[src/design/pdp8_cfg.svh]
// Word, address and memory sizes, opcode values, auto-increment range, instruction field bits
`ifndef PDP8_CFG_SVH
`define PDP8_CFG_SVH

// Sizes
`define PDP8_WORD_W     12
`define PDP8_ADDR_W     12
`define PDP8_MEM_DEPTH  4096
`define PDP8_PAGE_W     5       // Upper address bits select one of 32 pages
`define PDP8_OFFSET_W   7       // 128 words per page

// Opcodes in IR[11:9]
`define PDP8_OP_AND     3'o0
`define PDP8_OP_TAD     3'o1
`define PDP8_OP_ISZ     3'o2
`define PDP8_OP_DCA     3'o3
`define PDP8_OP_JMS     3'o4
`define PDP8_OP_JMP     3'o5
`define PDP8_OP_IOT     3'o6    // Treated as no-op
`define PDP8_OP_OPR     3'o7

// Zero-page pointers that bump on indirect use
`define PDP8_AUTOINC_LO 12'o0010
`define PDP8_AUTOINC_HI 12'o0017

// Memory reference fields
`define PDP8_IR_IND_BIT  8
`define PDP8_IR_PAGE_BIT 7

// Operate group select
`define PDP8_OPR_GRP_BIT 8      // Clear selects group 1
`define PDP8_OPR_G3_BIT  0      // With GRP set, high selects group 3

`endif

[src/design/pdp8_pkg.sv]
// Word and address typedefs, FSM and datapath enums, memory request and datapath command structs
`include "pdp8_cfg.svh"

package pdp8_pkg;

	// ===================================================================
	// Plain vector types
	// ===================================================================
	typedef logic [`PDP8_WORD_W-1:0]   word_t;     // Bit 11 is MSB and sign
	typedef logic [`PDP8_ADDR_W-1:0]   addr_t;
	typedef logic [`PDP8_PAGE_W-1:0]   page_t;
	typedef logic [`PDP8_OFFSET_W-1:0] offset_t;
	typedef logic [2:0]                opcode_t;   // IR[11:9]

	// ===================================================================
	// State machine and datapath command
	// ===================================================================
	typedef enum logic [2:0] {
		IDLE,       // Waiting for start pulse
		FETCH,      // Read at PC
		DECODE,     // Instruction word arrives
		DEFER,      // Pointer word arrives
		AUTOINC,    // Write back bumped pointer
		OPERAND,    // Read at effective address
		EXECUTE     // Datapath update, stores, PC update
	} cpu_state_e;

	typedef enum logic [2:0] {
		NONE,
		AND,        // AC &= operand
		TAD,        // L,AC += operand
		CLEAR_AC,   // DCA clears AC after the store
		OPERATE     // Load operate group results
	} exec_op_e;

	// Processor side memory request
	typedef struct packed {
		logic  rd;
		logic  wr;
		addr_t addr;
		word_t wdata;
	} mem_req_t;

	// Command from sequencer to datapath
	typedef struct packed {
		exec_op_e op;
		word_t    instr;
		word_t    operand;
	} dp_cmd_t;

endpackage

[src/design/pdp8_datapath.sv]
// Accumulator, link and MQ registers with AND, TAD, DCA and operate updates
`timescale 1ns/1ps

module pdp8_datapath (
	input  logic              i_clk,
	input  logic              i_rst_n,
	input  pdp8_pkg::dp_cmd_t i_cmd,
	input  pdp8_pkg::word_t   i_switch,
	output pdp8_pkg::word_t   o_ac,
	output logic              o_link,
	output pdp8_pkg::word_t   o_mq,
	output logic              o_skip,
	output logic              o_halt
);
	import pdp8_pkg::*;

	word_t ac;
	logic  link;
	word_t mq;

	// Operate results
	word_t opr_ac;
	logic  opr_link;
	word_t opr_mq;
	logic  opr_skip;
	logic  opr_halt;
	logic  is_opr;

	pdp8_operate operate_i (
		.i_instr  (i_cmd.instr),
		.i_ac     (ac),
		.i_link   (link),
		.i_mq     (mq),
		.i_switch (i_switch),
		.o_ac     (opr_ac),
		.o_link   (opr_link),
		.o_mq     (opr_mq),
		.o_skip   (opr_skip),
		.o_halt   (opr_halt)
	);

	assign is_opr = (i_cmd.op == OPERATE);
	assign o_skip = is_opr & opr_skip;     // Seen by sequencer in EXECUTE
	assign o_halt = is_opr & opr_halt;

	always_ff @(posedge i_clk or negedge i_rst_n) begin
		if (!i_rst_n) begin
			ac   <= '0;
			link <= 1'b0;
			mq   <= '0;
		end else begin
			case (i_cmd.op)
				AND:      ac <= ac & i_cmd.operand;
				// 13 bit add, carry out flips the link
				TAD:      {link, ac} <= {link, ac} + {1'b0, i_cmd.operand};
				CLEAR_AC: ac <= '0;                 // Store already done by DCA
				OPERATE: begin
					ac   <= opr_ac;
					link <= opr_link;
					mq   <= opr_mq;
				end
				default: ;
			endcase
		end
	end

	assign o_ac   = ac;
	assign o_link = link;
	assign o_mq   = mq;

endmodule

[src/design/pdp8_operate.sv]
// Combinational operate decode for groups 1, 2 and 3 with skip and halt
`timescale 1ns/1ps
`include "pdp8_cfg.svh"

module pdp8_operate (
	input  pdp8_pkg::word_t i_instr,
	input  pdp8_pkg::word_t i_ac,
	input  logic            i_link,
	input  pdp8_pkg::word_t i_mq,
	input  pdp8_pkg::word_t i_switch,
	output pdp8_pkg::word_t o_ac,
	output logic            o_link,
	output pdp8_pkg::word_t o_mq,
	output logic            o_skip,
	output logic            o_halt
);
	import pdp8_pkg::*;

	logic                 cla;       // Bit 4 in every group
	word_t                cla_ac;    // AC after CLA
	logic [`PDP8_WORD_W:0] rot;      // Link above AC

	word_t g1_ac;
	logic  g1_link;

	logic  ac_neg;
	logic  ac_zero;
	logic  or_hit;
	logic  g2_skip;
	word_t g2_ac;

	word_t g3_ac;
	word_t g3_mq;

	assign cla    = i_instr[7];
	assign cla_ac = cla ? '0 : i_ac;

	// ===================================================================
	// Group 1  CLA CLL, CMA CML, IAC, then rotates
	// ===================================================================
	always_comb begin
		g1_ac   = cla_ac;
		g1_link = i_instr[6] ? 1'b0 : i_link;      // CLL
		if (i_instr[5])
			g1_ac = ~g1_ac;                         // CMA
		if (i_instr[4])
			g1_link = ~g1_link;                     // CML
		if (i_instr[0])
			{g1_link, g1_ac} = {g1_link, g1_ac} + 13'd1;   // IAC carries into link
		rot = {g1_link, g1_ac};
		if (i_instr[3]) begin                       // RAR, RTR with bit 1
			rot = {rot[0], rot[`PDP8_WORD_W:1]};
			if (i_instr[1])
				rot = {rot[0], rot[`PDP8_WORD_W:1]};
		end
		if (i_instr[2]) begin                       // RAL, RTL with bit 1
			rot = {rot[`PDP8_WORD_W-1:0], rot[`PDP8_WORD_W]};
			if (i_instr[1])
				rot = {rot[`PDP8_WORD_W-1:0], rot[`PDP8_WORD_W]};
		end
		{g1_link, g1_ac} = rot;
	end

	// ===================================================================
	// Group 2  skip test on old AC and link, then CLA, OSR, HLT
	// ===================================================================
	assign ac_neg  = i_ac[`PDP8_WORD_W-1];
	assign ac_zero = (i_ac == '0);
	assign or_hit  = (i_instr[6] & ac_neg) |       // SMA or SPA
	                 (i_instr[5] & ac_zero) |      // SZA or SNA
	                 (i_instr[4] & i_link);        // SNL or SZL
	assign g2_skip = i_instr[3] ? ~or_hit : or_hit; // Sense bit picks AND group, SKP when empty
	assign g2_ac   = cla_ac | (i_instr[2] ? i_switch : '0);

	// Group 3  MQA bit 6, MQL bit 4
	assign g3_ac = (i_instr[6] ? i_mq : '0) | (i_instr[4] ? '0 : cla_ac);
	assign g3_mq = i_instr[4] ? cla_ac : i_mq;

	always_comb begin
		o_ac   = i_ac;
		o_link = i_link;
		o_mq   = i_mq;
		o_skip = 1'b0;
		o_halt = 1'b0;
		if (!i_instr[`PDP8_OPR_GRP_BIT]) begin
			o_ac   = g1_ac;
			o_link = g1_link;
		end else if (i_instr[`PDP8_OPR_G3_BIT]) begin
			o_ac = g3_ac;                           // SWP and CAM fall out of this
			o_mq = g3_mq;
		end else begin
			o_ac   = g2_ac;
			o_skip = g2_skip;
			o_halt = i_instr[1];
		end
	end

endmodule

[config.mk]
export PLATFORM = sky130hd
export DESIGN_NAME = pdp8_datapath
export DESIGN_NICKNAME = d
export VERILOG_FILES = /design/src/design/pdp8_pkg.sv /design/src/design/pdp8_datapath.sv /design/src/design/pdp8_operate.sv
export VERILOG_INCLUDE_DIRS = /design/src /design/src/design
export SDC_FILE = /design/constraint.sdc
export NUM_CORES = 1
export LEC_CHECK = 0
export ABC_AREA = 1
export BUFFER_PORTS_ARGS = -buffer_cell sky130_fd_sc_hd__clkbuf_2
export CAP_MARGIN = 0
export CORE_MARGIN = 5
export CORE_UTILIZATION = 45
export DETAILED_ROUTE_END_ITERATION = 8
export PLACE_DENSITY = 0.63
export SETUP_SLACK_MARGIN = 0.5
export SLEW_MARGIN = 20
export SYNTH_ARGS = -nofsm -noshare
export SYNTH_HDL_FRONTEND = slang
export SYNTH_SLANG_ARGS = --single-unit
export TNS_END_PERCENT = 20
[constraint.sdc]
create_clock -name i_clk -period 3 [get_ports i_clk]
set_clock_uncertainty 0.2 [all_clocks]
set_input_delay 0.75 -clock i_clk [delete_from_list [all_inputs] [get_ports i_clk]]
set_output_delay 0.75 -clock i_clk [all_outputs]
set_load 0.01 [all_outputs]
==> results of run 1 <==
==> routing by layer <==
layer	vias to the layer above	track usage	share of wire
met5	-	0	0
met4	0	0.0891	0.037
met3	44	0.0194	0.063
met2	190	0.446	0.48
met1	2187	0.369	0.42
li1	2355	-	-
==> synth_stat cells, drive strengths merged, types with 8 or more instances <==
library cell,n
ha,13
a21oi,34
nand3,91
o211ai,13
dfrtp,25
nand2,240
nor2,28
clkbuf,15
inv,61
buf,13
nor3,8
o21ai,54
==> cells by family after synthesis <==
family / share of synthesized area
simple gates: 0.465
compound gates: 0.193
buf+inv: 0.106
flops: 0.169
fa+ha+maj: 0.0494
xor+xnor: 0.0166
==> through the flow <==
step           hold WS, ns  setup slack [ns]  area [um2]  power [W]
2_1_floorplan        0.254             0.310        3730    0.00106
3_3_place_gp         0.299            -0.114        4480    0.00140
3_5_place_dp         0.307            -0.166        4480    0.00142
4_1_cts              0.312             0.234        4750    0.00172
5_1_grt              0.327             0.104        5050    0.00195
6_report             0.286             0.236        5050    0.00180
==> how the worst max path moves through the flow <==
stage | cells after the start | slack, ns | to
finish | 6 | 0.24 | o_skip
global placement | 20 | -0.11 | o_ac[4]
detailed placement | 20 | -0.17 | o_ac[8]
global route | 6 | 0.10 | o_skip
floorplan | 22 | 0.31 | o_ac[4]
CTS | 6 | 0.23 | o_skip
==> state kept, by name (all words and copies together), names as in the netlist <==
| register | count |
|---|---|
| o_link | 1 |
| o_ac | 12 |
| o_mq | 12 |
==> timing repair <==
item                                    4_1_cts  5_1_grt
gates cloned                                  0        2
resized for setup                            36       48
endpoints found under the setup margin       15       15
setup buffers                                11        7
pin swaps                                    17       16
==> power by group through the flow <==
| stage | Combinational [W] | Clock, W | Sequential (W) |
|---|---|---|---|
| floorplan | 0.000582 | 0 | 0.000475 |
| global placement | 0.000935 | 0 | 0.000467 |
| detailed placement | 0.000948 | 0 | 0.000468 |
| CTS | 0.00104 | 0.000230 | 0.000456 |
| global route | 0.00125 | 0.000242 | 0.000459 |
| finish | 0.00113 | 0.000219 | 0.000456 |
==> cell type report <==
class | instances | area [um2]
Clock inverter | 1 | 8.76
Fill cell | 808 | 3040
Clock buffer | 3 | 41.3
Timing Repair Buffer | 141 | 988
Inverter | 67 | 274
Tap cell | 105 | 131
Sequential cell | 25 | 634
Multi-Input combinational cell | 515 | 2980
==> summary.txt, run 1 <==
Synthesis
  – Instance count of the mapped netlist: roughly 640
  – Seq cells post-synth: 25
  – Post-Syn Area: ~3700 um2
  – Avg Inst Size Synth: 5.82 um2
  – YS warnings: 0
  – Top-area cell type share of the netlist area: 0.217
  – Sequential area share after synthesis: 0.169
  – Unique masters post-synth: 47
  – Most used DFF post-synth: dfrtp_1
  – Syn_nets: 690
  – Top post-synthesis cells by area: nand2_1 (22%), dfrtp_1 (17%), nand3_1 (12%)
  – Post-synth top area cell: nand2_1
  – Post-synth EDFFs: 0
  – Synth async-reset ratio: 1.00

Global route
  – Total GRT Usage: 0.269
  – Largest net degree at the start of global routing: 31
  – Total gr overflow: 0
  – Initial antenna violation count: 0
  – First-pass GRT wire length: 21900 um
  – Vias in the first global route: 4310

Min path
  – Hold Path Class: in -> async

Floorplan
  – Starting density of the core: 0.457
  – IO Count: 68
  – Die height: 101 um
  – Core Footprint: roughly 8000 um2
  – Die width: 101 um
  – Row count: 33
  – DIE AREA: 10100 um2

Critical path
  – Reg2Reg Setup Slack: between 0.3 and 0.4 ns
  – Worst EP required: ~2.1 ns
  – R2R cell count: 21
  – RR Startpoint: o_ac[1]
  – WP buf/inv: 1
  – Worst setup path start: o_ac[0]
  – CP startpoint kind: flop
  – Critical R2R Capture: o_ac[8]
  – Critical path class: reg -> out
  – Crit path max-delay family: compound AO/OA/AOI/OAI gates
  – WP data arrival: 1.81 ns
  – Slowest CP cell: dfrtp_2
  – Worst-path cell chain: nor4_2 > nand3_1 > o221ai_2 > o211ai_1 > a21oi_2 > clkbuf_2
  – Critical path endpoint category: output port
  – CP max FO: 4
  – Max stage delay on crit path: 0.46 ns

Power
  – Combinational power share: 0.626
  – Switch Pwr: between 0.0008 and 0.0009 W
  – Net Sw Frac: 0.472
  – P_leak: between 2 and 3 nW
  – Sequential fraction of design power: 0.252
  – VDD IR max: 0.247 mV
  – Clock group share of total power: 0.122
  – Cell Pwr Density: between 300 and 400 nW/um2
  – Internal: 0.000953 W

Finish
  – Syn-to-layout area delta: 36.7%
  – Leading cell type in the layout, fill and taps excluded: nand2_1
  – Commonest cells after routing, fill and taps aside: nand2_1 (193), nand3_1 (72), buf_4 (71), clkbuf_2 (63), inv_1 (54)
  – Final net count: around 800
  – Fin cells: 857
  – Layout cells sized above 1: 0.343
  – Core Util, Final: 0.624
  – # diodes: 0

Routing
  – Final ANT Viol Nets: 0
  – DR vias: 4776
  – Initial DRC count: 388
  – Residual DRC: 0
  – DR pass1 iterations: 5
  – Vias/cell: roughly 5.6
  – DR WL/cell: 15.9 um
  – Detailed Route WL: approximately 14000 um

STA
  – Max transition margin: 0.548
  – RSZ-0062 raised after global routing: yes
  – Crit path time final: 2.76 ns
  – Slew Limit Fails: 0
  – Fin Setup TNS: 0 ns
  – Maximum clock rate: 362 MHz
  – # setup viols final: 0
  – Crit share post-route: 0.921
  – Final Hold Viols: 0
  – Worst Tran Pin Value: 0.678 ns

Clock network
  – # H-tree levels: 1
  – CTS max path bufs: 2
  – Root Buffer: clkbuf_8
  – Clock-pin slew on the worst setup and hold paths: 0.10 ns
  – TritonCTS Sinks: 25
  – Clock latency on the worst-skew pair: 0.28 ns
  – # hold bufs at CTS: 0
  – CTS Buf Count: 3
  – CTS tree: yes

Placement
  – DP Cell Count: 833
  – Routability cong.: 0.946
  – IO buf count: 64
  – DPL Wire Length: roughly 10000 um

Outcome
  – Status: finished, final reports clean

Run
  – MaxCap Viol Count: 0
Note: power is estimated with default switching activity, not from simulation.
==> run 2: changes to the inputs <==
- ABC_AREA: 1 -> default
- PLACE_DENSITY: 0.63 -> 0.64
==> run 2 against run 1 <==
  * Sequential share of layout area up 1.4 points
  * Routed wire length decreased by 7.8%
  * Synthesized area fell by 9.8%
  * Critical endpoint is now o_ac[5]
==> summary.txt, run 2 <==
Outcome
  – Status: finished, final reports clean (unchanged)

Routing
  – Residual DRC: 0 (unchanged)
  – DR pass1 iterations: 5 (unchanged)
  – Vias/cell: 6.01 (was 5.57)
  – Detailed Route WL: 12600 um (was 13700 um)
  – DR WL/cell: 19.6 um (was 15.9 um)
  – DR vias: 3872 (was 4776)
  – Initial DRC count: 322 (was 388)
  – Final ANT Viol Nets: 0 (unchanged)

Power
  – Cell Pwr Density: 471 nW/um2 (was 357 nW/um2)
  – P_leak: 2.02 nW (was 2.70 nW)
  – VDD IR max: 0.358 mV (was 0.247 mV)
  – Design Power: 0.00213 W (was 0.00180 W)

Run
  – MaxCap Viol Count: 0 (unchanged)

Synthesis
  – Top-area cell type share of the netlist area: 0.188 (was 0.217)
  – Synth async-reset ratio: 1.00 (unchanged)
  – Syn_nets: 480 (was 690)
  – Post-synth top cells: nand2_1 (43), a21oi_1 (34), nor2_1 (34) (was nand2_1 (214), nand3_1 (86), inv_1 (57))
  – Avg Inst Size Synth: 7.84 um2 (was 5.82 um2)
  – YS warnings: 0 (unchanged)
  – Post-synth top area cell: dfrtp_1 (was nand2_1)
  – Post-Syn Area: 3330 um2 (was 3700 um2)
  – Seq cells post-synth: 25 (unchanged)
  – Most frequent cell after synthesis: nand2_1 (unchanged)
  – Top post-synthesis cells by area: dfrtp_1 (19%), a21oi_1 (5.1%), ha_1 (4.9%) (was nand2_1 (22%), dfrtp_1 (17%), nand3_1 (12%))
  – Instance count of the mapped netlist: 425 (was 635)
  – Unique masters post-synth: 75 (was 47)
  – Post-synth EDFFs: 0 (unchanged)
  – Most used DFF post-synth: dfrtp_1 (unchanged)
  – Sequential area share after synthesis: 0.188 (was 0.169)

Clock network
  – CTS tree: yes (unchanged)
  – # H-tree levels: 1 (unchanged)
  – Clock-pin slew on the worst setup and hold paths: 0.11 ns (was 0.10 ns)
  – Clock latency on the worst-skew pair: 0.28 ns (about the same)
  – CTS Buf Count: 3 (unchanged)
  – CTS max path bufs: 2 (unchanged)
  – # hold bufs at CTS: 0 (unchanged)
  – TritonCTS Sinks: 25 (unchanged)
  – Root Buffer: clkbuf_8 (unchanged)

STA
  – Final Hold Viols: 0 (unchanged)
  – Max transition margin: 0.517 (was 0.548)
  – Crit share post-route: 0.927 (was 0.921)
  – Crit path time final: 2.78 ns (was 2.76 ns)
  – # setup viols final: 0 (unchanged)
  – Worst Setup Slack, final: 0.219 ns (was 0.236 ns)
  – Maximum clock rate: 360 MHz (was 362 MHz)
  – RSZ-0062 raised after global routing: yes (unchanged)
  – Worst Tran Pin Value: 0.724 ns (was 0.678 ns)
  – Slew Limit Fails: 0 (unchanged)

Placement
  – IO buf count: 64 (unchanged)
  – Post-place setup slack: -0.220 ns (was -0.166 ns)
  – Routability cong.: 0.955 (was 0.946)
  – DP Cell Count: 628 (was 833)
  – Placed Area: 4210 um2 (was 4480 um2)
  – DPL Wire Length: 9990 um (was 10200 um)

Global route
  – Met3 usage: 0.0344 (was 0.0194)
  – Largest net degree at the start of global routing: 26 (was 31)
  – Total GRT Usage: 0.288 (was 0.269)
  – Total gr overflow: 0 (unchanged)
  – GRT met2 Usage: 0.445 (was 0.446)
  – Initial antenna violation count: 0 (unchanged)
  – Met1 GRT Util: 0.409 (was 0.369)
  – Vias in the first global route: 3801 (was 4310)
  – First-pass GRT wire length: 20400 um (was 21900 um)
  – Gr busiest metal: met2 (unchanged)

Critical path
  – Critical path class: in -> reg (was reg -> out)
  – Max stage delay on crit path: 0.45 ns (was 0.46 ns)
  – Critical path endpoint category: flop (was output port)
  – Slowest CP cell: o41a_1 (was dfrtp_2)
  – CP startpoint kind: input pin (was flop)
  – Worst-path cell chain: clkbuf_16 > nand2b_4 > xor2_2 > inv_1 > ha_2 > nand2_4 > buf_6 > o41a_1 > nor2_2 > a211oi_1 > a211oi_2 > o32a_1 (was nor4_2 > nand3_1 > o221ai_2 > o211ai_1 > a21oi_2 > clkbuf_2)
  – CP max FO: 7 (was 4)
  – WP data arrival: 2.80 ns (was 1.81 ns)
  – Worst EP required: 3.02 ns (was 2.05 ns)

Finish
  – Multi-input gate area: 2740 um2 (was 2980 um2)
  – Final Cell Area: 4530 um2 (was 5050 um2)
  – Fin cells: 644 (was 857)
  – Leading cell type in the layout, fill and taps excluded: buf_4 (was nand2_1)
  – # diodes: 0 (unchanged)
  – Register Area: 631 um2 (was 634 um2)
  – Commonest cells after routing, fill and taps aside: buf_4 (78), clkbuf_2 (61), nand2_1 (42), a21oi_1 (33), nor2_1 (32) (was nand2_1 (193), nand3_1 (72), buf_4 (71), clkbuf_2 (63), inv_1 (54))
  – Syn-to-layout area delta: 36.0% (was 36.7%)
  – Final net count: 601 (was 808)
  – Layout cells sized above 1: 0.387 (was 0.343)
  – Fillers: 672 (was 808)

Floorplan
  – Die width: 96.1 um (was 101 um)
  – Starting density of the core: 0.462 (was 0.457)
  – Row count: 31 (was 33)
  – Die height: 96.1 um (was 101 um)
  – DIE AREA: 9230 um2 (was 10100 um2)
  – IO Count: 68 (unchanged)
  – Core Footprint: 7210 um2 (was 8090 um2)

Min path
  – Hold Path Class: in -> async (unchanged)
## run 2: final cells by class
cell class                 instances  share of cell area
clock inverter                     1             0.00166
clock buffer                       3             0.00911
sequential                        25               0.139
multi-input combinational        366               0.605
tap                               99              0.0273
inverter                           5             0.00414
timing repair buffer             145               0.214
## run 2: timing repair
| action | CTS | global route |
|---|---|---|
| setup endpoints to repair | 15 | 15 |
| gates resized for setup | 20 | 19 |
| setup buffers | 9 | 3 |
| pin swaps | 11 | 9 |
## run 2: worst max-delay path, delay by kind of cell
kind,cells,cell delay [ns]
buf+inv,3,0.32
fa+ha+maj,1,0.18
simple gates,3,0.37
xor+xnor,1,0.14
compound gates,4,1.03
## run 2: final timing paths
kind | endpoint | cells after the start | slack [ns] | startpoint
min in group i_clk | o_mq[1] | 2 | 0.33 | o_mq[1]
worst max register to register | o_ac[10] | 10 | 0.26 | o_ac[0]
worst min register to register | o_mq[1] | 2 | 0.33 | o_mq[1]
max in group asynchronous | o_ac[1] | 1 | 1.79 | i_rst_n
worst max-delay path | o_ac[5] | 12 | 0.22 | i_cmd[19]
worst min-delay path | o_mq[2] | 1 | 0.30 | i_rst_n
## run 2: metal layers
metal,routed length [um],vias up
met4,422,0
met1,5850,1874
met3,697,21
li1,-,1831
met2,5630,146
met5,0,-
## run 2: stage by stage
step,hold slack [ns],util,TNS (ns)
3_3_place_gp,0.293,0.583,-0.881
5_1_grt,0.335,0.628,0
2_1_floorplan,0.254,-,0
3_5_place_dp,0.309,0.583,-1.16
4_1_cts,0.309,0.614,0
6_report,0.301,0.628,0
## run 2: power breakdown
part	leakage, nW	switching, W	internal (W)
Combinational	1.68	0.000733	0.000657
Sequential	0.318	0.000119	0.000402
Clock	0.0217	0.000128	0.0000946
## run 2: kinds of logic after synthesis
group / Yosys count / synth area share
AND/OR/NAND/NOR: 150 / 0.233
adder cells (fa/ha/maj): 14 / 0.0548
AO/OA/AOI/OAI: 150 / 0.316
buffers and inverters: 34 / 0.0499
multiplexers: 15 / 0.0488
flip-flops: 25 / 0.188
XOR/XNOR: 37 / 0.110
