`config.mk`:
```
export PLATFORM = sky130hd
export DESIGN_NAME = pdp8_control
export DESIGN_NICKNAME = d
export VERILOG_FILES = /design/src/design/pdp8_pkg.sv /design/src/design/pdp8_control.sv
export VERILOG_INCLUDE_DIRS = /design/src /design/src/design
export SDC_FILE = /design/constraint.sdc
export NUM_CORES = 1
export LEC_CHECK = 0
export BUFFER_PORTS_ARGS = -buffer_cell sky130_fd_sc_hd__buf_2
export CAP_MARGIN = 20
export CORE_AREA = 2 2 85 169
export CTS_BUF_LIST = sky130_fd_sc_hd__clkbuf_8 sky130_fd_sc_hd__clkbuf_16
export DETAILED_ROUTE_END_ITERATION = 6
export DIE_AREA = 0 0 87 171
export MAX_ROUTING_LAYER = met4
export SYNTH_ARGS = -nofsm -noshare
export SYNTH_HDL_FRONTEND = slang
export SYNTH_SLANG_ARGS = --single-unit
```
`constraint.sdc`:
```
create_clock -name i_clk -period 5.27 [get_ports i_clk]
set_input_delay 0.2635 -clock i_clk [delete_from_list [all_inputs] [get_ports i_clk]]
set_output_delay 0.2635 -clock i_clk [all_outputs]
set_load 0.01 [all_outputs]
```
`src/design/pdp8_cfg.svh`:
```
// Word, address and memory sizes, opcode values, auto-increment range, instruction field bits
`ifndef PDP8_CFG_SVH
`define PDP8_CFG_SVH

// Sizes
`define PDP8_WORD_W     12
`define PDP8_ADDR_W     12
`define PDP8_MEM_DEPTH  4096
`define PDP8_PAGE_W     5       // Upper address bits select one of 32 pages
`define PDP8_OFFSET_W   7       // 128 words per page

// Opcodes in IR[11:9]
`define PDP8_OP_AND     3'o0
`define PDP8_OP_TAD     3'o1
`define PDP8_OP_ISZ     3'o2
`define PDP8_OP_DCA     3'o3
`define PDP8_OP_JMS     3'o4
`define PDP8_OP_JMP     3'o5
`define PDP8_OP_IOT     3'o6    // Treated as no-op
`define PDP8_OP_OPR     3'o7

// Zero-page pointers that bump on indirect use
`define PDP8_AUTOINC_LO 12'o0010
`define PDP8_AUTOINC_HI 12'o0017

// Memory reference fields
`define PDP8_IR_IND_BIT  8
`define PDP8_IR_PAGE_BIT 7

// Operate group select
`define PDP8_OPR_GRP_BIT 8      // Clear selects group 1
`define PDP8_OPR_G3_BIT  0      // With GRP set, high selects group 3

`endif

```
`src/design/pdp8_pkg.sv`:
```
// Word and address typedefs, FSM and datapath enums, memory request and datapath command structs
`include "pdp8_cfg.svh"

package pdp8_pkg;

	// ===================================================================
	// Plain vector types
	// ===================================================================
	typedef logic [`PDP8_WORD_W-1:0]   word_t;     // Bit 11 is MSB and sign
	typedef logic [`PDP8_ADDR_W-1:0]   addr_t;
	typedef logic [`PDP8_PAGE_W-1:0]   page_t;
	typedef logic [`PDP8_OFFSET_W-1:0] offset_t;
	typedef logic [2:0]                opcode_t;   // IR[11:9]

	// ===================================================================
	// State machine and datapath command
	// ===================================================================
	typedef enum logic [2:0] {
		IDLE,       // Waiting for start pulse
		FETCH,      // Read at PC
		DECODE,     // Instruction word arrives
		DEFER,      // Pointer word arrives
		AUTOINC,    // Write back bumped pointer
		OPERAND,    // Read at effective address
		EXECUTE     // Datapath update, stores, PC update
	} cpu_state_e;

	typedef enum logic [2:0] {
		NONE,
		AND,        // AC &= operand
		TAD,        // L,AC += operand
		CLEAR_AC,   // DCA clears AC after the store
		OPERATE     // Load operate group results
	} exec_op_e;

	// Processor side memory request
	typedef struct packed {
		logic  rd;
		logic  wr;
		addr_t addr;
		word_t wdata;
	} mem_req_t;

	// Command from sequencer to datapath
	typedef struct packed {
		exec_op_e op;
		word_t    instr;
		word_t    operand;
	} dp_cmd_t;

endpackage

```
`src/design/pdp8_control.sv`:
```
// Instruction sequencer with PC, IR, effective address, FSM and memory requests
`timescale 1ns/1ps
`include "pdp8_cfg.svh"

module pdp8_control (
	input  logic               i_clk,
	input  logic               i_rst_n,
	input  logic               i_start,
	input  pdp8_pkg::addr_t    i_start_pc,
	input  pdp8_pkg::word_t    i_mem_rdata,
	input  pdp8_pkg::word_t    i_ac,
	input  logic               i_skip,
	input  logic               i_halt,
	output pdp8_pkg::mem_req_t o_mem_req,
	output pdp8_pkg::dp_cmd_t  o_dp_cmd,
	output logic               o_running,
	output pdp8_pkg::addr_t    o_pc
);
	import pdp8_pkg::*;

	cpu_state_e state;
	cpu_state_e state_nx;
	addr_t      pc;
	addr_t      pc_nx;
	word_t      ir;
	addr_t      ea;         // Effective address, holds pointer address in DEFER

	opcode_t    dec_op;     // Opcode of the word arriving in DECODE
	opcode_t    ir_op;
	page_t      pc_page;
	offset_t    dec_off;
	offset_t    ir_off;
	addr_t      dir_addr;   // Zero page or current page address
	logic       autoinc;
	word_t      opnd_inc;   // ISZ result
	logic       isz_hit;

	// AND, TAD and ISZ need the operand word
	function automatic logic reads_operand(input opcode_t op);
		return (op == `PDP8_OP_AND) || (op == `PDP8_OP_TAD) || (op == `PDP8_OP_ISZ);
	endfunction

	// ===================================================================
	// Address forming
	// ===================================================================
	assign dec_op   = i_mem_rdata[11:9];
	assign dec_off  = i_mem_rdata[6:0];
	assign ir_op    = ir[11:9];
	assign ir_off   = ir[6:0];
	assign pc_page  = pc[11:7];
	assign dir_addr = i_mem_rdata[`PDP8_IR_PAGE_BIT] ? {pc_page, dec_off}
	                                                 : {page_t'(0), dec_off};

	// Indirect through 0010-0017 with page bit clear bumps the pointer
	assign autoinc  = !ir[`PDP8_IR_PAGE_BIT] &&
	                  (ea >= `PDP8_AUTOINC_LO) && (ea <= `PDP8_AUTOINC_HI);

	assign opnd_inc = i_mem_rdata + word_t'(1);    // Operand read in OPERAND
	assign isz_hit  = (ir_op == `PDP8_OP_ISZ) && (opnd_inc == '0);

	// ===================================================================
	// Next state and memory requests
	// ===================================================================
	always_comb begin
		state_nx  = state;
		o_mem_req = '0;
		case (state)
			IDLE: begin
				if (i_start)
					state_nx = FETCH;
			end
			FETCH: begin
				o_mem_req.rd   = 1'b1;
				o_mem_req.addr = pc;
				state_nx       = DECODE;
			end
			DECODE: begin
				if (dec_op == `PDP8_OP_OPR || dec_op == `PDP8_OP_IOT) begin
					state_nx = EXECUTE;                 // No address phase
				end else if (i_mem_rdata[`PDP8_IR_IND_BIT]) begin
					o_mem_req.rd   = 1'b1;              // Fetch pointer
					o_mem_req.addr = dir_addr;
					state_nx       = DEFER;
				end else if (reads_operand(dec_op)) begin
					state_nx = OPERAND;
				end else begin
					state_nx = EXECUTE;
				end
			end
			DEFER: begin
				if (autoinc)
					state_nx = AUTOINC;
				else if (reads_operand(ir_op))
					state_nx = OPERAND;
				else
					state_nx = EXECUTE;
			end
			AUTOINC: begin
				o_mem_req.wr    = 1'b1;                 // ea already holds pointer + 1
				o_mem_req.addr  = {page_t'(0), ir_off};
				o_mem_req.wdata = ea;
				state_nx        = reads_operand(ir_op) ? OPERAND : EXECUTE;
			end
			OPERAND: begin
				o_mem_req.rd   = 1'b1;
				o_mem_req.addr = ea;
				state_nx       = EXECUTE;
			end
			EXECUTE: begin
				o_mem_req.addr = ea;
				case (ir_op)
					`PDP8_OP_ISZ: begin
						o_mem_req.wr    = 1'b1;
						o_mem_req.wdata = opnd_inc;
					end
					`PDP8_OP_DCA: begin
						o_mem_req.wr    = 1'b1;
						o_mem_req.wdata = i_ac;
					end
					`PDP8_OP_JMS: begin
						o_mem_req.wr    = 1'b1;         // Return address
						o_mem_req.wdata = pc + addr_t'(1);
					end
					default: ;
				endcase
				state_nx = (ir_op == `PDP8_OP_OPR && i_halt) ? IDLE : FETCH;
			end
			default: state_nx = IDLE;
		endcase
	end

	// Datapath command, only live in EXECUTE
	always_comb begin
		o_dp_cmd.instr   = ir;
		o_dp_cmd.operand = i_mem_rdata;
		o_dp_cmd.op      = NONE;
		if (state == EXECUTE) begin
			case (ir_op)
				`PDP8_OP_AND: o_dp_cmd.op = AND;
				`PDP8_OP_TAD: o_dp_cmd.op = TAD;
				`PDP8_OP_DCA: o_dp_cmd.op = CLEAR_AC;
				`PDP8_OP_OPR: o_dp_cmd.op = OPERATE;
				default:      o_dp_cmd.op = NONE;
			endcase
		end
	end

	// PC rule from the ISA
	always_comb begin
		if (ir_op == `PDP8_OP_JMS)
			pc_nx = ea + addr_t'(1);
		else if (ir_op == `PDP8_OP_JMP)
			pc_nx = ea;
		else if (isz_hit || i_skip)
			pc_nx = pc + addr_t'(2);
		else
			pc_nx = pc + addr_t'(1);
	end

	always_ff @(posedge i_clk or negedge i_rst_n) begin
		if (!i_rst_n) begin
			state <= IDLE;
			pc    <= '0;
			ir    <= '0;
			ea    <= '0;
		end else begin
			state <= state_nx;
			case (state)
				IDLE: begin
					if (i_start)
						pc <= i_start_pc;
				end
				DECODE: begin
					ir <= i_mem_rdata;
					ea <= dir_addr;
				end
				DEFER:   ea <= autoinc ? i_mem_rdata + word_t'(1) : i_mem_rdata;
				EXECUTE: pc <= pc_nx;
				default: ;
			endcase
		end
	end

	assign o_running = (state != IDLE);     // Falls the cycle after HLT
	assign o_pc      = pc;

	a_state_legal: assert property (
		@(posedge i_clk) disable iff (!i_rst_n)
		state inside {IDLE, FETCH, DECODE, DEFER, AUTOINC, OPERAND, EXECUTE}
	) else $error("Sequencer reached an undefined state");

	a_no_fetch_write: assert property (
		@(posedge i_clk) disable iff (!i_rst_n)
		(state == FETCH) |-> !o_mem_req.wr
	) else $error("Memory write issued during FETCH");

endmodule

```
==> results.sh, run 1 <==
export IMPL_status="finished, final reports clean"
export IMPL_dp_slack_ns=2.19
export IMPL_tns_ns=0
export IMPL_synth_simple_area_share=0.228
export IMPL_wl_per_cell_um=20.3
export IMPL_cp_cell_sequence="nand2b_1 -> nor3_1 -> nand2_1 -> o21ai_0 -> a22o_1 -> buf_2"
export IMPL_fin_skew_ns=0.00683
export IMPL_crit_type="flop to output port"
export IMPL_dieArea_sq_um=14900
export IMPL_ir_worst_vdd_uv=272
export IMPL_synth_top_area_share=0.245
export IMPL_placed_cell_area_sq_um=4400
export IMPL_drtIter0Drc=444
export IMPL_comb_power_share=0.537
export IMPL_cts_root_buf="clkbuf_16"
export IMPL_diodes=0
export IMPL_cts_path_max_buffers=2
export IMPL_cp_arrival_ns=3.16
export IMPL_drc=0
export IMPL_numCtsBuffers=5
export IMPL_cts_max_level=2
export IMPL_drive_above_1_share=0.266
export IMPL_yosys_area_share_xor_xnor=0.110
export IMPL_ys_ff_latch=39
export IMPL_die_w_um=87
export IMPL_die_h_um=171
export IMPL_path_clk_slew_ns=0.07
export IMPL_fin_crit_sh=0.650
export IMPL_grt_overflow_total=0
export IMPL_netlist_area_sq_um=3990
export IMPL_cp_start_kind="flop"
export IMPL_cp_slowest_cell="nor3_1"
export IMPL_multi_input_area_sq_um=2630
export IMPL_antenna_found_initial=0
export IMPL_switchingPower_mw=1.44
export IMPL_synth_edff_count=0
export IMPL_insertion_delay_ns=0.30
export IMPL_synth_top_area_cell="dfrtp_1"
export IMPL_power_density_nw_per_um2=612
export IMPL_fmax_ghz=0.292
export IMPL_gp_congestion=0.894
export IMPL_cts_tree="yes"
export IMPL_drt_wl_total_um=14700
export IMPL_clock_sinks=39
export IMPL_syn_inst=505
export IMPL_yosysWarnings=0
export IMPL_p_leak_nw=1.93
export IMPL_vias=4154
export IMPL_fin_nets=613
export IMPL_crit_path_end_kind="output port"
export IMPL_cp_data_required_time_ns=5.01
export IMPL_grt_setup_unrepaired="false"
export IMPL_cts_repair_resized=0
export IMPL_routed_via_density=5.74
export IMPL_ys_seq_area_frac=0.245
export IMPL_syn_to_final_growth_pct=15.3
export IMPL_max_slew_margin=0.312
export IMPL_rows=61
export IMPL_seqPwrFrac=0.317
export IMPL_ctsHoldBuffers=0
export IMPL_p_int_mw=1.38
export IMPL_dr_pass1_iters=5
export IMPL_port_buffers=106
export IMPL_setup_slack_ns=1.84
export IMPL_timing_hold_ws_ns=0.0998
export IMPL_async_flop_share=1.00
export IMPL_avgSynthCellArea_sq_um=7.90
export IMPL_final_core_util=0.337
export IMPL_final_cell_area_sq_um=4600
export IMPL_hold_path_class="primary input to asynchronous set/reset pin"
export IMPL_finalHoldViolCount=0
export IMPL_ys_flop_type="dfrtp_1"
export IMPL_ys_types=62
export IMPL_ios=107
export IMPL_track_usage=0.206
export IMPL_start_util=0.292
export IMPL_drtAntennaViolNets=0
export IMPL_clkPwrFrac=0.147
export IMPL_fillers=1421
export IMPL_grt_max_degree=40
export IMPL_yosysMostFrequentCell="nand2_1"
export IMPL_muxShareOfSynthArea=0.0759
export IMPL_synth_area_top_cells="dfrtp_1, xnor2_1, o21ai_0, nand2_1, mux2_2"
export IMPL_seq_area_sq_um=976
export IMPL_core_area_sq_um=13700
export IMPL_grt_pass1_vias=3851
export IMPL_dpl_hpwl_um=10800
export IMPL_synth_fp_nets=552
export IMPL_worstMarginPinSlew_ns=1.03
export IMPL_synthTopCellsByCount="nand2_1, nor2_1, o21ai_0"
export IMPL_slew_violations=0
export IMPL_cpPeakStageDelay_ns=0.92
export IMPL_min_period_ns=3.43
export IMPL_synth_top_family_by_area="simple AND/OR/NAND/NOR gates"
export IMPL_synth_fa_ha_area_frac=0.0188
export IMPL_worstPathMaxFanout=23
export IMPL_grt_pass1_wl_um=22800
export IMPL_setup_violations=0
export IMPL_switching_share=0.511
export IMPL_max_cap_violations=0
export IMPL_post_cts_buffers=0
export IMPL_synth_compound_area_frac=0.228
-- worst max-delay path, delay by kind of cell, from the launching register on --
kind | cells | cell delay [ns]
AOI/OAI and AO/OA | 2 | 0.50
buffers and inverters | 1 | 0.13
and+or+nand+nor | 3 | 1.62
DFF | 1 | 0.61
-- state kept, by name, indices dropped and copies added (netlist names) --
name and flops:
ea 12, ir 12, o_pc 12, state 3
-- cell type report --
cell class / instances / area share
multi-input combinational: 398 / 0.572
sequential: 39 / 0.212
timing repair buffer: 109 / 0.120
tap: 157 / 0.0427
clock buffer: 5 / 0.0272
clock inverter: 3 / 0.0147
inverter: 13 / 0.0106
-- cell families after synthesis --
kind of cell | Yosys count
and+or+nand+nor | 180
AOI/OAI and AO/OA | 134
buffers and inverters | 68
xor gates and xnor gates | 50
DFF | 39
muxes | 28
adders and majority gates | 6
-- path summary, 6_finish.rpt --
kind	from	to	slack, ns	depth (start not counted)
min in group i_clk	i_start_pc[1]	o_pc[1]$_DFFE_PN0P_	0.21	3
hold / removal	i_rst_n	ea[6]$_DFFE_PN0P_	0.1	1
max in group asynchronous	i_rst_n	o_pc[0]$_DFFE_PN0P_	4.57	1
setup / recovery	state[2]$_DFFE_PN0P_	o_mem_req[19]	1.84	6
setup reg to reg	ea[3]$_DFFE_PN0P_	ea[7]$_DFFE_PN0P_	2.47	6
hold reg to reg	ir[8]$_DFFE_PN0P_	ir[8]$_DFFE_PN0P_	0.51	1
-- power by group through the flow --
stage | sequential [mW] | combinational, mW | clock, mW
after detailed placement | 0.881 | 1.49 | 0
after CTS | 0.873 | 1.51 | 0.421
final | 0.892 | 1.51 | 0.413
after global routing | 0.921 | 1.67 | 0.431
after global placement | 0.883 | 1.48 | 0
after floorplan | 0.641 | 1.17 | 0
-- cells in the final DEF, fill, tap and decap left out, drive strengths merged, types with 2 or more instances in the layout --
cell type  Yosys  routed
buf           21     109
nand2         59      59
nor2          50      50
o21ai         50      50
dfrtp         39      39
xnor2         36      36
a22oi         21      21
a21oi         19      19
nand3         19      19
mux2          18      18
xor2          14      14
inv           13      13
mux2i         10      10
a22o           9       9
a221oi         8       8
nand4          8       8
nor2b          7       7
and3           7       7
nor3           6       6
ha             6       6
clkbuf        33       5
a31oi          4       4
nor3b          4       4
or2            3       3
or3            3       3
o221ai         3       3
nor4           3       3
nand2b         2       2
and2           2       2
a221o          2       2
a222oi         2       2
o31ai          2       2
o22ai          2       2
o2bb2ai        2       2
nand4b         2       2
bufinv         0       2
and4           2       2
or4            2       2
a211oi         2       2
-- per-layer routing --
layer / part of all wire / global-route usage / vias to the layer above / wire [um]
li1: - / - / 1908 / -
met1: 0.41 / 0.281 / 1965 / 6100
met2: 0.46 / 0.305 / 242 / 6770
met3: 0.094 / 0.0299 / 39 / 1390
met4: 0.031 / 0.0829 / 0 / 454
met5: 0 / - / - / 0
-- metrics by stage --
| stage | power, mW | cells |
|---|---|---|
| 3_5_place_dp | 2.37 | 715 |
| 6_report | 2.82 | 724 |
| 4_1_cts | 2.80 | 723 |
| 5_1_grt | 3.02 | 724 |
| 3_3_place_gp | 2.37 | 715 |
| 2_1_floorplan | 1.81 | 505 |
(Power assumes the default switching activity.)
==> run 2: changes to the inputs <==
--- a/config.mk
+++ b/config.mk
@@ -6,12 +6,13 @@
 export SDC_FILE = /design/constraint.sdc
 export NUM_CORES = 1
 export LEC_CHECK = 0
+export ABC_AREA = 1
 export BUFFER_PORTS_ARGS = -buffer_cell sky130_fd_sc_hd__buf_2
 export CAP_MARGIN = 20
-export CORE_AREA = 2 2 85 169
+export CORE_AREA = 2 2 83 164
 export CTS_BUF_LIST = sky130_fd_sc_hd__clkbuf_8 sky130_fd_sc_hd__clkbuf_16
 export DETAILED_ROUTE_END_ITERATION = 6
-export DIE_AREA = 0 0 87 171
+export DIE_AREA = 0 0 85 166
 export MAX_ROUTING_LAYER = met4
 export SYNTH_ARGS = -nofsm -noshare
 export SYNTH_HDL_FRONTEND = slang
==> constraint.sdc (replaced) <==
create_clock -name i_clk -period 3.1 [get_ports i_clk]
set_input_delay 0.155 -clock i_clk [delete_from_list [all_inputs] [get_ports i_clk]]
set_output_delay 0.155 -clock i_clk [all_outputs]
set_load 0.01 [all_outputs]
==> results.sh, run 2 <==
export IMPL_hold_path_class="primary input to asynchronous set/reset pin"
export IMPL_wl_per_cell_um=19.8
export IMPL_worstReg2RegEnd="o_pc[7]$_DFFE_PN0P_"
export IMPL_worstPathMaxFanout=7
export IMPL_synthTopCellsByCount="nand2_1, inv_1, o21ai_0"
export IMPL_min_period_ns=2.75
export IMPL_grt_max_degree=40
export IMPL_finalNonFillerCells=855
export IMPL_cp_start_kind="flop"
export IMPL_synth_top_area_share=0.258
export IMPL_antenna_found_initial=0
export IMPL_fin_nets=749
export IMPL_power_density_nw_per_um2=1060
export IMPL_tns_ns=0
export IMPL_cts_tree="yes"
export IMPL_final_cell_mix="nand2_1, buf_2, inv_1, o21ai_0, nor2_1"
export IMPL_port_buffers=106
export IMPL_drc=0
export IMPL_die_h_um=166
export IMPL_drt_wl_total_um=17000
export IMPL_syn_to_final_growth_pct=22.3
export IMPL_dp_cells=847
export IMPL_numCtsBuffers=5
export IMPL_clock_sinks=39
export IMPL_r2r_slack_ns=0.72
export IMPL_dpl_hpwl_um=13700
export IMPL_critPathBufInv=1
export IMPL_status="finished, final reports clean"
export IMPL_path_delay_family="simple AND/OR/NAND/NOR gates"
export IMPL_ctsHoldBuffers=0
export IMPL_crit_type="flop to output port"
export IMPL_grt_pass1_vias=4524
export IMPL_yosysWarnings=0
export IMPL_dr_pass1_iters=5
export IMPL_cpPeakStageDelay_ns=0.48
export IMPL_avgSynthCellArea_sq_um=6.27
export IMPL_setup_slack_ns=0.347
export IMPL_fin_crit_sh=0.888
export IMPL_cp_cell_sequence="ha_1 -> nand2_1 -> nor3_1 -> nand3_1 -> xor2_1 -> o21ai_0 -> o221ai_1 -> nand2_1 -> o21ai_0 -> buf_2"
export IMPL_cp_slowest_cell="dfrtp_1"
export IMPL_ir_worst_vdd_uv=341
export IMPL_ys_types=40
export IMPL_ys_ff_latch=39
export IMPL_yosysMostFrequentCell="nand2_1"
export IMPL_start_util=0.293
export IMPL_power_total_mw=4.89
export IMPL_rows=59
export IMPL_ys_flop_type="dfrtp_1"
export IMPL_synth_fp_nets=650
export IMPL_cp_arrival_ns=2.60
export IMPL_r2r_cells=8
export IMPL_ys_seq_area_frac=0.258
export IMPL_p_leak_nw=2.38
export IMPL_dieArea_sq_um=14100
export IMPL_max_slew_margin=0.315
export IMPL_path_clk_slew_ns=0.07
export IMPL_cts_path_max_buffers=2
export IMPL_netlist_area_sq_um=3780
export IMPL_drive_above_1_share=0.216
export IMPL_cts_max_level=2
export IMPL_vias=4524
export IMPL_fin_skew_ns=0.0116
export IMPL_finalHoldViolCount=0
export IMPL_synth_area_top_cells="dfrtp_1, nand2_1, o21ai_0, inv_1, nand3_1"
export IMPL_cts_root_buf="clkbuf_16"
export IMPL_die_w_um=85
export IMPL_dp_slack_ns=0.693
export IMPL_ios=107
export IMPL_insertion_delay_ns=0.30
export IMPL_track_usage=0.244
export IMPL_worstMarginPinSlew_ns=1.03
export IMPL_crit_path_end_kind="output port"
export IMPL_cp_data_required_time_ns=2.94
export IMPL_async_flop_share=1.00
export IMPL_routed_via_density=5.29
export IMPL_core_area_sq_um=12900
export IMPL_syn_inst=603
export IMPL_fmax_ghz=0.363
export IMPL_layout_commonest_cell="nand2_1"
export IMPL_final_core_util=0.358
export IMPL_drtAntennaViolNets=0
export IMPL_synth_edff_count=0
export IMPL_synth_top_area_cell="dfrtp_1"
export IMPL_slew_violations=0
export IMPL_diodes=0
export IMPL_gp_congestion=1.00
export IMPL_drtIter0Drc=297
export IMPL_grt_overflow_total=0
export IMPL_cts_repair_resized=0
export IMPL_post_cts_buffers=0
export IMPL_grt_pass1_wl_um=25400
export IMPL_timing_rr_start="state[0]$_DFFE_PN0P_"
export IMPL_setup_violations=0
export IMPL_grt_setup_unrepaired="false"
export IMPL_max_cap_violations=0
## run 2: cell count changes after synthesis, sizes merged, moves of 9 or more
cell	before	now
nand2	59	174
inv	13	74
xnor2	36	3
nand3	19	40
clkbuf	33	13
mux2	18	0
a21oi	19	35
o22ai	2	16
a22oi	21	9
o21ai	50	61
mux2i	10	0
a22o	9	0
## run 2: metal layers
metal / vias to the layer above / wire [um] / global-route usage
met4: 0 / 1440 / 0.195
met5: - / 0 / -
met2: 177 / 9090 / 0.430
met1: 2086 / 5790 / 0.231
li1: 2188 / - / -
met3: 73 / 647 / 0.0283
## run 2: power by group
part	switching, mW	total (mW)	internal, mW
sequential	0.325	1.09	0.767
clock	0.256	0.662	0.406
combinational	2.07	3.13	1.06
total	2.65	4.89	2.24
## run 2: worst max path at each step
stage                                   start           end  depth (start not counted)
after floorplan           o_pc[2]$_DFFE_PN0P_  o_mem_req[9]                          9
after global placement    o_pc[2]$_DFFE_PN0P_  o_mem_req[9]                         10
after detailed placement  o_pc[2]$_DFFE_PN0P_  o_mem_req[9]                         10
after CTS                 o_pc[2]$_DFFE_PN0P_  o_mem_req[9]                         10
after global routing      o_pc[2]$_DFFE_PN0P_  o_mem_req[9]                         10
final                     o_pc[2]$_DFFE_PN0P_  o_mem_req[9]                         10
## run 2: logic make-up after synthesis
group / after synthesis / share of synthesized area
AND/OR/NAND/NOR: 290 / 0.334
AO/OA/AOI/OAI: 143 / 0.219
buffers and inverters: 103 / 0.118
flip-flops: 39 / 0.258
XOR/XNOR: 22 / 0.0510
adder cells (fa/ha/maj): 6 / 0.0199
## run 2: area by class of cell
cell class                      instances  area, sq um
Clock inverter                          2         38.8
Timing Repair Buffer                  121          643
Sequential cell                        39          976
Fill cell                            1463         8300
Multi-Input combinational cell        461         2360
Tap cell                              152          190
Clock buffer                            6          139
Inverter                               74          278
## run 2: through the flow
stage,hold slack [ns],cell area (sq um)
2_1_floorplan,-0.141,3780
3_3_place_gp,0.375,4450
3_5_place_dp,0.383,4450
4_1_cts,0.0659,4620
5_1_grt,0.0937,4620
6_report,0.0201,4620
==> run 3: changes to the inputs <==
--- a/config.mk
+++ b/config.mk
@@ -7,7 +7,7 @@
 export NUM_CORES = 1
 export LEC_CHECK = 0
 export ABC_AREA = 1
-export BUFFER_PORTS_ARGS = -buffer_cell sky130_fd_sc_hd__buf_2
+export BUFFER_PORTS_ARGS = -buffer_cell sky130_fd_sc_hd__clkbuf_2
 export CAP_MARGIN = 20
 export CORE_AREA = 2 2 83 164
 export CTS_BUF_LIST = sky130_fd_sc_hd__clkbuf_8 sky130_fd_sc_hd__clkbuf_16
==> results.sh, run 3 (synthesized netlist as in run 2, its figures left out) <==
export IMPL_path_clk_slew_ns=0.06
export IMPL_power_density_nw_per_um2=1050
export IMPL_start_util=0.293
export IMPL_drt_wl_total_um=16600
export IMPL_cts_repair_resized=0
export IMPL_cp_data_required_time_ns=2.94
export IMPL_r2r_slack_ns=0.76
export IMPL_cts_path_max_buffers=2
export IMPL_cts_root_buf="clkbuf_16"
export IMPL_min_period_ns=2.77
export IMPL_finalHoldViolCount=0
export IMPL_comb_power_share=0.642
export IMPL_wl_per_cell_um=19.3
export IMPL_layout_commonest_cell="nand2_1"
export IMPL_die_h_um=166
export IMPL_fillers=1468
export IMPL_cp_arrival_ns=2.61
export IMPL_setup_slack_ns=0.332
export IMPL_wl_met3_um=601
export IMPL_drive_above_1_share=0.219
export IMPL_ir_worst_vdd_uv=333
export IMPL_track_usage=0.240
export IMPL_gp_congestion=0.998
export IMPL_p_leak_nw=2.40
export IMPL_ctsHoldBuffers=1
export IMPL_cts_max_level=2
export IMPL_power_total_mw=4.88
export IMPL_cp_start_kind="flop"
export IMPL_drc=0
export IMPL_timing_rr_start="o_pc[2]$_DFFE_PN0P_"
export IMPL_grt_max_degree=27
export IMPL_max_cap_violations=0
export IMPL_worstMarginPinSlew_ns=0.792
export IMPL_max_slew_margin=0.472
export IMPL_fmax_ghz=0.361
export IMPL_finalNonFillerCells=859
export IMPL_vias=4568
export IMPL_worstReg2RegEnd="o_pc[9]$_DFFE_PN0P_"
export IMPL_cp_cell_sequence="ha_1 -> nand2_1 -> nor3_1 -> nand3_1 -> xor2_1 -> o21ai_0 -> o221ai_1 -> nand2_1 -> o21ai_0 -> clkbuf_2"
export IMPL_antenna_found_initial=0
export IMPL_drtIter0Drc=308
export IMPL_seqPwrFrac=0.226
export IMPL_syn_to_final_growth_pct=23.2
export IMPL_worstPathMaxFanout=7
export IMPL_timing_hold_ws_ns=0.123
export IMPL_cp_slowest_cell="dfrtp_1"
export IMPL_met1_length_um=5840
export IMPL_highest_layer="met4"
export IMPL_dr_pass1_iters=5
export IMPL_grt_pass1_wl_um=25200
export IMPL_numCtsBuffers=5
export IMPL_r2r_cells=11
export IMPL_min_path_cells=3
export IMPL_crit_type="flop to output port"
export IMPL_final_cell_mix="nand2_1, clkbuf_2, inv_1, o21ai_0, nor2_1"
export IMPL_p_int_mw=2.24
export IMPL_grt_setup_unrepaired="false"
export IMPL_drtAntennaViolNets=0
export IMPL_fin_crit_sh=0.893
export IMPL_diodes=0
export IMPL_cts_tree="yes"
export IMPL_hold_path_class="primary input to flop"
export IMPL_rows=59
export IMPL_switchingPower_mw=2.64
export IMPL_hp_start="i_start"
export IMPL_dp_slack_ns=0.684
export IMPL_fin_skew_ns=0.00764
export IMPL_switching_share=0.542
export IMPL_clkPwrFrac=0.132
export IMPL_ios=107
export IMPL_status="finished, final reports clean"
export IMPL_fin_nets=753
export IMPL_post_cts_buffers=0
export IMPL_clock_sinks=39
export IMPL_core_area_sq_um=12900
export IMPL_dp_cells=850
export IMPL_die_w_um=85
export IMPL_crit_path_end_kind="output port"
export IMPL_slew_violations=0
export IMPL_routed_via_density=5.32
export IMPL_tns_ns=0
export IMPL_grt_overflow_total=0
export IMPL_dpl_hpwl_um=13500
export IMPL_grt_pass1_vias=4498
export IMPL_setup_violations=0
export IMPL_wl_met2_um=9240
export IMPL_port_buffers=106
export IMPL_min_to="state[0]$_DFFE_PN0P_"
export IMPL_dieArea_sq_um=14100
export IMPL_cpPeakStageDelay_ns=0.50
export IMPL_insertion_delay_ns=0.30
[run 3: per-stage QoR]
| stage | area [sq um] | utilization |
|---|---|---|
| floorplan | 3780 | - |
| global placement | 4470 | 0.346 |
| detailed placement | 4470 | 0.346 |
| CTS | 4660 | 0.360 |
| global route | 4660 | 0.360 |
| finish | 4660 | 0.360 |
[run 3: critical path, delay by kind of cell, from the launching register on]
| family | cells | cell delay [ns] |
|---|---|---|
| and+or+nand+nor | 4 | 0.75 |
| adders and majority gates | 1 | 0.30 |
| DFF | 1 | 0.50 |
| xor gates and xnor gates | 1 | 0.18 |
| buffers and inverters | 1 | 0.14 |
| AOI/OAI and AO/OA | 3 | 0.44 |
[run 3: power by group through the flow]
stage | clock network (mW) | logic [mW] | registers, mW
detailed placement | 0 | 3.10 | 1.10
global placement | 0 | 3.12 | 1.10
floorplan | 0 | 1.87 | 1.09
global route | 0.674 | 3.46 | 1.13
finish | 0.646 | 3.13 | 1.10
CTS | 0.653 | 3.11 | 1.10
[run 3: area by class of cell]
class	instances	area [sq um]	share of cell area
Clock buffer	6	139	0.0298
Clock inverter	2	38.8	0.00833
Inverter	74	278	0.0597
Multi-Input combinational cell	461	2360	0.507
Sequential cell	39	976	0.210
Tap cell	152	190	0.0408
Timing Repair Buffer	125	676	0.145
[run 3: how the worst max path moves through the flow]
stage                        startpoint      endpoint  slack [ns]
global route        o_pc[2]$_DFFE_PN0P_  o_mem_req[9]        0.13
detailed placement  o_pc[2]$_DFFE_PN0P_  o_mem_req[9]        0.68
finish              o_pc[2]$_DFFE_PN0P_  o_mem_req[9]        0.33
floorplan           o_pc[2]$_DFFE_PN0P_  o_mem_req[9]        1.08
CTS                 o_pc[2]$_DFFE_PN0P_  o_mem_req[9]        0.35
global placement    o_pc[2]$_DFFE_PN0P_  o_mem_req[9]        0.69
[run 3: per-layer routing]
metal	vias up	GRT usage
li1	2195	-
met1	2124	0.236
met2	187	0.444
met3	62	0.0194
met4	0	0.138
met5	-	-
